<file path="src/logic/mem_map_pkg.sv">
package mem_map_pkg;

    // Address region of a CPU data access
    typedef enum logic [2:0] {
        REGION_DRAM,
        REGION_CLINT,
        REGION_PLIC,
        REGION_FB,
        REGION_NONE
    } region_e;

    // Device nibbles, address bits 31:28
    localparam logic [3:0] DEV_DRAM_LO = 4'h0;
    localparam logic [3:0] DEV_DRAM_HI = 4'h8;
    localparam logic [3:0] DEV_VIRTIO  = 4'h4;
    localparam logic [3:0] DEV_PLIC    = 4'h6;
    localparam logic [3:0] DEV_CLINT   = 4'h7;

    // Framebuffer slot inside the VirtIO window, bits 27:24
    localparam logic [3:0] VIRT_FB = 4'h5;

    // 128 MiB DRAM offset
    localparam logic [31:0] OFFSET_MASK = 32'h07ff_ffff;

    // Host command word, in an otherwise unused VirtIO slot
    localparam logic [31:0] TOHOST_ADDR = 32'h4000_1000;

    // Commands live in bits 31:16 of the tohost word
    typedef enum logic [15:0] {
        CMD_POWER_OFF  = 16'h0001,
        CMD_PRINT_CHAR = 16'h0101
    } host_cmd_e;

endpackage

</file>
<file path="src/logic/access_pkg.sv">
package access_pkg;

    // DRAM line width in bits
    localparam int LINE_W = 128;

    // RISC-V funct3 of loads and stores
    // Bit 2 marks unsigned, bits 1:0 give the size
    typedef enum logic [2:0] {
        W_LB  = 3'b000,
        W_LH  = 3'b001,
        W_LW  = 3'b010,
        W_LBU = 3'b100,
        W_LHU = 3'b101
    } width_e;

    // Stores share the funct3 codes of the signed loads
    localparam width_e W_SB = W_LB;
    localparam width_e W_SH = W_LH;
    localparam width_e W_SW = W_LW;

    typedef struct packed {
        logic [31:0] addr;
        logic [31:0] wdata;
        width_e      width;
        logic        read;
        logic        write;
    } cpu_req_t;

    typedef struct packed {
        logic        rd_en;
        logic        wr_en;
        logic [31:0] addr;
        logic [31:0] wdata;
        width_e      width;
    } dram_req_t;

    typedef struct packed {
        logic        plic_we;
        logic        plic_re;
        logic        clint_we;
        logic        fb_we;
        logic [31:0] wdata;
    } mmio_strobe_t;

endpackage

</file>
<file path="src/logic/region_decoder.sv">
module region_decoder (
    input  access_pkg::cpu_req_t     cpu_req,
    input  logic                     dram_busy,
    output access_pkg::dram_req_t    dram_req,
    output access_pkg::mmio_strobe_t mmio,
    output mem_map_pkg::region_e     region,
    output logic [27:0]              offset
);
    import mem_map_pkg::*;

    logic [3:0]  dev;
    logic [3:0]  virt;
    logic [31:0] masked_addr;
    logic        dram_free;

    assign dev  = cpu_req.addr[31:28];
    assign virt = cpu_req.addr[27:24];

    // Both DRAM windows alias onto the same 128 MiB
    assign masked_addr = cpu_req.addr & OFFSET_MASK;
    assign offset      = masked_addr[27:0];

    always_comb begin
        case (dev)
            DEV_DRAM_LO,
            DEV_DRAM_HI: region = REGION_DRAM;
            DEV_CLINT:   region = REGION_CLINT;
            DEV_PLIC:    region = REGION_PLIC;
            DEV_VIRTIO: begin
                // Only the framebuffer slot is still populated
                if (virt == VIRT_FB) begin
                    region = REGION_FB;
                end else begin
                    region = REGION_NONE;
                end
            end
            default:     region = REGION_NONE;
        endcase
    end

    // DRAM is held off while it is busy
    assign dram_free = (region == REGION_DRAM) && !dram_busy;

    // TOHOST_ADDR sits in the VirtIO window, so it never reaches DRAM
    assign dram_req.rd_en = dram_free && cpu_req.read;
    assign dram_req.wr_en = dram_free && cpu_req.write;
    assign dram_req.addr  = masked_addr;
    assign dram_req.wdata = cpu_req.wdata;
    assign dram_req.width = cpu_req.width;

    // Device strobes go out regardless of DRAM busy
    assign mmio.plic_we  = (region == REGION_PLIC) && cpu_req.write;
    assign mmio.plic_re  = (region == REGION_PLIC) && cpu_req.read;
    assign mmio.clint_we = (region == REGION_CLINT) && cpu_req.write;
    assign mmio.fb_we    = (region == REGION_FB) && cpu_req.write;
    assign mmio.wdata    = cpu_req.wdata;

endmodule

</file>
<file path="src/logic/load_aligner.sv">
module load_aligner (
    input  logic                          CLK,
    input  logic                          reset,
    input  access_pkg::dram_req_t         dram_req,
    input  logic [access_pkg::LINE_W-1:0] dram_rdata,
    output logic [31:0]                   load_data
);
    import access_pkg::*;

    logic [3:0]        byte_off_q;
    width_e            width_q;
    logic [LINE_W-1:0] line_shifted;
    logic [31:0]       word;

    // Remember where in the line the pending load sits
    always_ff @(posedge CLK) begin
        if (reset) begin
            byte_off_q <= 4'h0;
            width_q    <= W_LW;
        end else if (dram_req.rd_en) begin
            byte_off_q <= dram_req.addr[3:0];
            width_q    <= dram_req.width;
        end
    end

    // Line arrives one cycle after the read enable
    assign line_shifted = dram_rdata >> {byte_off_q, 3'b000};
    assign word         = line_shifted[31:0];

    // Sign or zero extension by load type
    always_comb begin
        case (width_q)
            W_LB:    load_data = {{24{word[7]}}, word[7:0]};
            W_LBU:   load_data = {24'h0, word[7:0]};
            W_LH:    load_data = {{16{word[15]}}, word[15:0]};
            W_LHU:   load_data = {16'h0, word[15:0]};
            default: load_data = word;
        endcase
    end

endmodule

</file>
<file path="src/logic/read_return_mux.sv">
module read_return_mux (
    input  logic                 CLK,
    input  logic                 reset,
    input  mem_map_pkg::region_e region,
    input  logic [31:0]          load_data,
    input  logic [31:0]          plic_rdata,
    input  logic [31:0]          clint_rdata,
    input  logic [31:0]          fb_rdata,
    output logic [31:0]          rdata
);
    import mem_map_pkg::*;

    region_e region_q;

    // Region of last cycle's access, matching the one-cycle read latency
    always_ff @(posedge CLK) begin
        if (reset) begin
            region_q <= REGION_NONE;
        end else begin
            region_q <= region;
        end
    end

    always_comb begin
        case (region_q)
            REGION_DRAM:  rdata = load_data;
            REGION_CLINT: rdata = clint_rdata;
            REGION_PLIC:  rdata = plic_rdata;
            REGION_FB:    rdata = fb_rdata;
            // Dropped VirtIO slots and unmapped space read as zero
            default:      rdata = 32'h0;
        endcase
    end

endmodule

</file>
<file path="src/logic/host_command.sv">
module host_command (
    input  logic                 CLK,
    input  logic                 reset,
    input  access_pkg::cpu_req_t cpu_req,
    output logic                 uart_we,
    output logic [7:0]           uart_data,
    output logic                 finish
);
    import mem_map_pkg::*;

    logic [31:0] tohost_q;
    logic        tohost_wr;
    logic        print_pending;

    // Writes after power-off are ignored
    assign tohost_wr     = cpu_req.write && (cpu_req.addr == TOHOST_ADDR) && !finish;
    assign print_pending = (tohost_q[31:16] == CMD_PRINT_CHAR);

    always_ff @(posedge CLK) begin
        if (reset) begin
            tohost_q <= 32'h0;
            finish   <= 1'b0;
        end else if (tohost_wr) begin
            tohost_q <= cpu_req.wdata;
            if (cpu_req.wdata[31:16] == CMD_POWER_OFF) begin
                finish <= 1'b1;
            end
        end else if (print_pending) begin
            // Print command is consumed after one cycle
            tohost_q <= 32'h0;
        end
    end

    // Console strobe follows the register by one cycle
    always_ff @(posedge CLK) begin
        if (reset) begin
            uart_we <= 1'b0;
        end else begin
            uart_we <= print_pending;
        end
    end

    always_ff @(posedge CLK) begin
        if (print_pending) begin
            uart_data <= tohost_q[7:0];
        end
    end

endmodule

</file>
<file path="src/logic/mem_interconnect.sv">
module mem_interconnect (
    input  logic                          CLK,
    input  logic                          reset,
    input  access_pkg::cpu_req_t          cpu_req,
    input  logic                          dram_busy,
    input  logic [access_pkg::LINE_W-1:0] dram_rdata,
    input  logic [31:0]                   plic_rdata,
    input  logic [31:0]                   clint_rdata,
    input  logic [31:0]                   fb_rdata,
    output access_pkg::dram_req_t         dram_req,
    output access_pkg::mmio_strobe_t      mmio,
    output logic [27:0]                   offset,
    output logic [31:0]                   rdata,
    output logic                          proc_busy,
    output logic                          uart_we,
    output logic [7:0]                    uart_data,
    output logic                          finish
);
    import mem_map_pkg::*;

    region_e     region;
    logic [31:0] load_data;

    // CPU stalls only on DRAM
    assign proc_busy = dram_busy;

    region_decoder u_decoder (
        .cpu_req   (cpu_req),
        .dram_busy (dram_busy),
        .dram_req  (dram_req),
        .mmio      (mmio),
        .region    (region),
        .offset    (offset)
    );

    load_aligner u_aligner (
        .CLK        (CLK),
        .reset      (reset),
        .dram_req   (dram_req),
        .dram_rdata (dram_rdata),
        .load_data  (load_data)
    );

    read_return_mux u_return (
        .CLK         (CLK),
        .reset       (reset),
        .region      (region),
        .load_data   (load_data),
        .plic_rdata  (plic_rdata),
        .clint_rdata (clint_rdata),
        .fb_rdata    (fb_rdata),
        .rdata       (rdata)
    );

    host_command u_host (
        .CLK       (CLK),
        .reset     (reset),
        .cpu_req   (cpu_req),
        .uart_we   (uart_we),
        .uart_data (uart_data),
        .finish    (finish)
    );

endmodule

</file>
<file path="config.mk">
export PLATFORM = sky130hd
export DESIGN_NAME = mem_interconnect
export DESIGN_NICKNAME = d
export VERILOG_FILES = /design/src/logic/mem_map_pkg.sv /design/src/logic/access_pkg.sv /design/src/logic/region_decoder.sv /design/src/logic/load_aligner.sv /design/src/logic/read_return_mux.sv /design/src/logic/host_command.sv /design/src/logic/mem_interconnect.sv
export SDC_FILE = /design/constraint.sdc
export NUM_CORES = 1
export LEC_CHECK = 0
export BUFFER_PORTS_ARGS = -buffer_cell sky130_fd_sc_hd__buf_2
export CAP_MARGIN = 5
export CORE_AREA = 8 8 177 179
export CTS_CLUSTER_DIAMETER = 150
export CTS_CLUSTER_SIZE = 10
export DETAILED_ROUTE_END_ITERATION = 8
export DIE_AREA = 0 0 185 187
export PLACE_DENSITY = 0.63
export SYNTH_ARGS = -nofsm -noshare
export SYNTH_HDL_FRONTEND = slang
export SYNTH_SLANG_ARGS = --single-unit
export TNS_END_PERCENT = 5
</file>
<file path="constraint.sdc">
create_clock -name CLK -period 4.5 [get_ports CLK]
set_input_delay 1.35 -clock CLK [delete_from_list [all_inputs] [get_ports CLK]]
set_output_delay 1.35 -clock CLK [all_outputs]
set_load 0.01 [all_outputs]
</file>
After elaboration in Yosys (flattened, before gate mapping)
Cells that the tools add are included.

word-level totals
  input bits = 296
  output and inout bits = 176
  word-level logic and storage cells = 49
  flip-flop bits (word level) = 52

operators by class
  mux-type cells = 6
  reductions and logical operators = 18
  shifts and indexed selects = 1
  equal/unequal tests = 17

operator list
  kind                                                                     number
  32-bit one-hot mux with 4 select lines                                   2
  128-bit by 7-bit >> shifter with 32-bit output                           1
  32-bit two-way mux                                                       2
  32-bit by 31-bit equality test with 1-bit output, second input constant  1
  16-bit by 1-bit equality test with 1-bit output, second input constant   1
  16-bit by 9-bit equality test with 1-bit output, second input constant   1
  4-bit by 3-bit equality test with 1-bit output, second input constant    4
  3-bit by 2-bit equality test with 1-bit output, second input constant    4
  3-bit one-hot mux with 4 select lines                                    1
  3-bit by 1-bit equality test with 1-bit output, second input constant    3
  1-bit logical AND                                                        9
  3-bit zero test                                                          3
  3-bit equality test, second input constant                               2
  4-bit equality test, second input constant                               1
  4-bit zero test                                                          1
  3-bit two-way mux                                                        1
  1-bit zero test                                                          2
  2-bit AND reduction                                                      1
  2-bit nonzero test                                                       1
  2-bit OR reduction                                                       1

Logic depth before layout (Yosys ltp)
  depth after elaboration = 6
  gate-level depth with buffers = 11
  gate-level depth less buffers = 5

Cells and area by module
Synthesis repeated with hierarchy kept, for this count alone.

unflattened totals
  cells, all modules = 862
  area, all modules = 7711.1 µm²

modules (own cells, without submodules)
  module            times used  cells an instance  area each (µm²)  seq. area each (µm²)
  load_aligner      1           439                3975.1           140.1
  host_command      1           156                1567.8           760.7
  read_return_mux   1           118                1081.0           60.1
  region_decoder    1           148                1079.8           0.0
  mem_interconnect  1           1                  7.5              0.0

Worst setup path after synthesis
OpenSTA, ideal clock, no wires.

  path type = in2out
  start point = input dram_rdata[55] (netlist name)
  end point = output rdata[17]
  arrival = 2.982 ns
  data required time = 3.150 ns
  slack = 0.168 ns
  buffers on the path = 1
  stages = 6
  cell sequence = mux2i_1 > mux4_2 > mux2_2 > o221a_4 > buf_6 > o32ai_1

between the ends
  cells in the longest elaborated chain, start to end = 3

ends and longest elaborated chain
  item                                            RTL line                text
  start: declaration                              mem_interconnect.sv:6   input logic [access_pkg::LINE_W-1:0] dram_rdata,
  128-bit by 7-bit >> shifter with 32-bit output  load_aligner.sv:27      assign line_shifted = dram_rdata >> {byte_off_q, 3'b000};
  32-bit one-hot mux with 4 select lines          load_aligner.sv:32      case (width_q)
  32-bit one-hot mux with 4 select lines          read_return_mux.sv:25   case (region_q)
  end: declaration                                mem_interconnect.sv:13  output logic [31:0] rdata,

No other way between the ends.

Final worst setup path
  start point = input dram_rdata[88] (netlist name)
  end point = output rdata[0]

The elaborated chain is that of the path after synthesis.

==> flow_summary.json <==
{
  "die_w_microns": 185,
  "antenna_found_initial": 4,
  "yosys.area_share.simple": 0.131,
  "synth_top_family_by_area": "multiplexers",
  "htree_num_levels": 2,
  "fin_skew_ns": 0.00611,
  "overflow": 0,
  "path_depth": 6,
  "synth_flop_cell": "dfxtp_1",
  "hold_viol_final": 0,
  "place_area_sq_um": 9490,
  "numPortBuffers": 441,
  "die_h_microns": 187,
  "synth_seq_cells": 44,
  "finalCriticalPeriod_ns": 4.63,
  "cts-root-buf": "clkbuf_16",
  "yosysSeqAreaShare": 0.130,
  "design_area_sq_um": 10100,
  "synth_fa_ha_area_frac": 0,
  "nNetsFinal": 1442,
  "area_growth_pct": 36.8,
  "place_congestion": 0.908,
  "power_mw": 1.47,
  "final_max_slew_viol_count": 0,
  "fmax_mhz": 216,
  "muxShareOfSynthArea": 0.415,
  "grt_pass1_wl_mm": 51.1,
  "syn_area_per_cell_sq_um": 9.26,
  "worstPathRequired_ns": 3.15,
  "synth_xor_area_frac": 0,
  "cts_tree": "yes",
  "violations": "negative setup slack",
  "worst-r2r-setup-slack_ns": 2.58,
  "crit_top_cell": "mux4_2",
  "r2r-start": "u_host.tohost_q[27]$_SDFFE_PP0P_",
  "ant_nets": 0,
  "cap_violations": 0,
  "firstDrtPassIters": 4,
  "cp_slowest_cell": "mux4_2",
  "drc": 0,
  "ff2ff_path_depth": 3,
  "setup_viol": 12,
  "path_buf_inv": 2,
  "ir_drop_mv": 0.145,
  "cts_buffers": 5,
  "nFillCells": 2958,
  "dr.first_iter.drc_count": 505,
  "worstPathArrival_ns": 3.28,
  "grt_usage": 0.190,
  "cts_hold_buf": 0,
  "hold_class": "register to register",
  "via_per_inst": 5.15,
  "num_vias": 7888,
  "cpPeakStageDelay_ns": 0.56,
  "ys_async_sr_fraction": 0,
  "crit_type": "primary input to primary output",
  "totalWireLength_mm": 35.7,
  "status": "complete, but fails checks",
  "hpwl_mm": 29.8,
  "yosysUniqueCellTypes": 61,
  "grt_pass1_vias": 8593,
  "cts.sinks": 44,
  "crit_family": "multiplexers",
  "wl_per_cell_microns": 23.3,
  "path_max_fanout": 2,
  "clockBufferDepth": 2,
  "synth_edf_count": 8,
  "path_clk_slew_ns": 0.06,
  "worstSetupStartpoint": "dram_rdata[88]",
  "setup_ws_ns": -0.125,
  "crit_chain": "buf_6, mux4_2, mux4_2, mux4_2, nor2b_4, buf_6",
  "leakage_nw": 4.24,
  "tightest_slew_ns": 0.793,
  "startpoint_type": "primary input",
  "relSlewSlack": 0.472,
  "ys_warn_count": 0,
  "die_area_sq_um": 34600,
  "power.density_nw_per_um2": 145,
  "core_area_sq_um": 28400,
  "cp-end-kind": "primary output",
  "regArea_sq_um": 975,
  "grt_max_degree": 46,
  "drive_above_1_share": 0.598,
  "clk_latency_ns": 0.29,
  "crit_path_end": "rdata[0]",
  "rsz0062_at_grt": "yes",
  "r2r-end": "u_host.uart_data[3]$_DFFE_PP_",
  "synth_area_sq_um": 7410,
  "synth_compound_area_frac": 0.139,
  "initial_core_util": 0.261,
  "synth_cells": 800,
  "multiInputGateArea_sq_um": 5250,
  "final_util": 0.357,
  "io_pins": 472,
  "finalCritPeriodShare": 1.03,
  "rows": 62
}
[worst min-delay path by stage]
stage	from	end	slack (ns)	cells after the start
2_1_floorplan	u_host.tohost_q[0]$_SDFFE_PP0P_	u_host.uart_data[0]$_DFFE_PP_	0.41	0
5_1_grt	u_host.tohost_q[1]$_SDFFE_PP0P_	u_host.uart_data[1]$_DFFE_PP_	0.45	0
4_1_cts	u_host.tohost_q[6]$_SDFFE_PP0P_	u_host.uart_data[6]$_DFFE_PP_	0.44	0
6_report	u_host.tohost_q[6]$_SDFFE_PP0P_	u_host.uart_data[6]$_DFFE_PP_	0.44	0
3_3_place_gp	u_host.tohost_q[1]$_SDFFE_PP0P_	u_host.uart_data[1]$_DFFE_PP_	0.42	0
3_5_place_dp	u_host.tohost_q[6]$_SDFFE_PP0P_	u_host.uart_data[6]$_DFFE_PP_	0.42	0
[what timing repair did]
item                       4_1_cts  5_1_grt
gates cloned                     0        1
gates resized for setup         42       41
setup endpoints to repair       26       27
setup buffers                    0        3
pin swaps                        7       15
[registers in the layout (all words and copies together), names as in the netlist]
name,flops
u_host.tohost_q,24
u_host.uart_data,8
u_aligner.byte_off_q,4
u_aligner.width_q,3
u_return.region_q,3
u_host.finish,1
u_host.uart_we,1
[synthesized netlist by cell type (4+ instances only)]
cell,number,share of area
nand4_1,4,0.0034
a21oi_1,50,0.034
mux2_2,33,0.050
mux4_2,76,0.23
o21ai_0,15,0.010
nor2b_1,5,0.0042
nand2_1,82,0.042
edfxtp_1,8,0.032
nor2b_4,5,0.0093
inv_1,4,0.0020
nand3_1,17,0.011
nor4_1,12,0.010
or4_1,6,0.0061
nor2_1,46,0.023
buf_4,140,0.14
a211oi_1,10,0.010
mux2i_1,91,0.12
buf_2,15,0.010
o32ai_1,16,0.019
dfxtp_1,36,0.097
a22oi_1,27,0.027
nand2b_1,4,0.0034
clkbuf_1,31,0.016
nor4b_1,4,0.0047
buf_6,7,0.011
[layer usage]
metal / vias up / global-route usage / share of wire
met1: 3841 / 0.209 / 0.37
met2: 384 / 0.362 / 0.53
met3: 35 / 0.0379 / 0.072
met5: - / 0 / 0.00076
met4: 4 / 0.0496 / 0.022
li1: 3624 / - / -
[logic make-up (layout without fill, tap and decap cells)]
| kind of cell | count (synthesis) | in the layout |
|---|---|---|
| muxes | 203 | 203 |
| DFF | 44 | 44 |
| buffers and inverters | 203 | 544 |
| other | 1 | 8 |
| and+or+nand+nor | 200 | 200 |
| AOI/OAI and AO/OA | 149 | 150 |
[through the flow]
stage / cells / setup WS, ns / setup TNS, ns / hold slack [ns]
CTS: 1528 / -0.150 / -1.39 / 0.435
global route: 1532 / -0.163 / -1.62 / 0.450
global placement: 1520 / -0.230 / -2.39 / 0.418
detailed placement: 1520 / -0.238 / -2.74 / 0.420
floorplan: 805 / 0.168 / 0 / 0.408
finish: 1533 / -0.125 / -0.711 / 0.435
[cell type report]
class	count	area share
clock buffers	5	0.0123
inverters	8	0.00296
well taps	384	0.0474
clock inverters	3	0.00457
multi-input cells	559	0.517
flip-flops and latches	44	0.0961
diodes	2	0.000494
repair buffers	528	0.319
[cells in the final DEF (no fill, tap or decap), types with 4 or more instances in the layout]
cell type,instances
buf_2,390
o21ai_0,15
nand2b_1,4
a211oi_1,10
nor2_1,46
mux2i_1,88
clkbuf_16,5
nor4b_1,4
or4_1,4
nor2b_1,4
nand4_1,4
inv_1,4
nand2_1,82
buf_4,84
buf_12,4
a22oi_1,27
edfxtp_1,8
nand3_1,17
mux2_2,32
dfxtp_1,31
mux4_2,79
nor4_1,12
o32ai_2,10
o32ai_1,6
a21oi_1,50
conb_1,6
nor2b_4,5
buf_6,48
[worst reg2reg max path: stages, from the launching register on]
cell and delay, ns:
dfxtp_1 0.31, nor4_1 0.35, nand4_1 0.50, inv_1 0.44
[where the power goes]
part           switching (mW)  internal [mW]  leakage (nW)  total (mW)
sequential            0.00712          0.399         0.386       0.407
clock                   0.157          0.264        0.0804       0.421
combinational           0.302          0.339          3.77       0.640
Power figures use the tool's default switching activity.
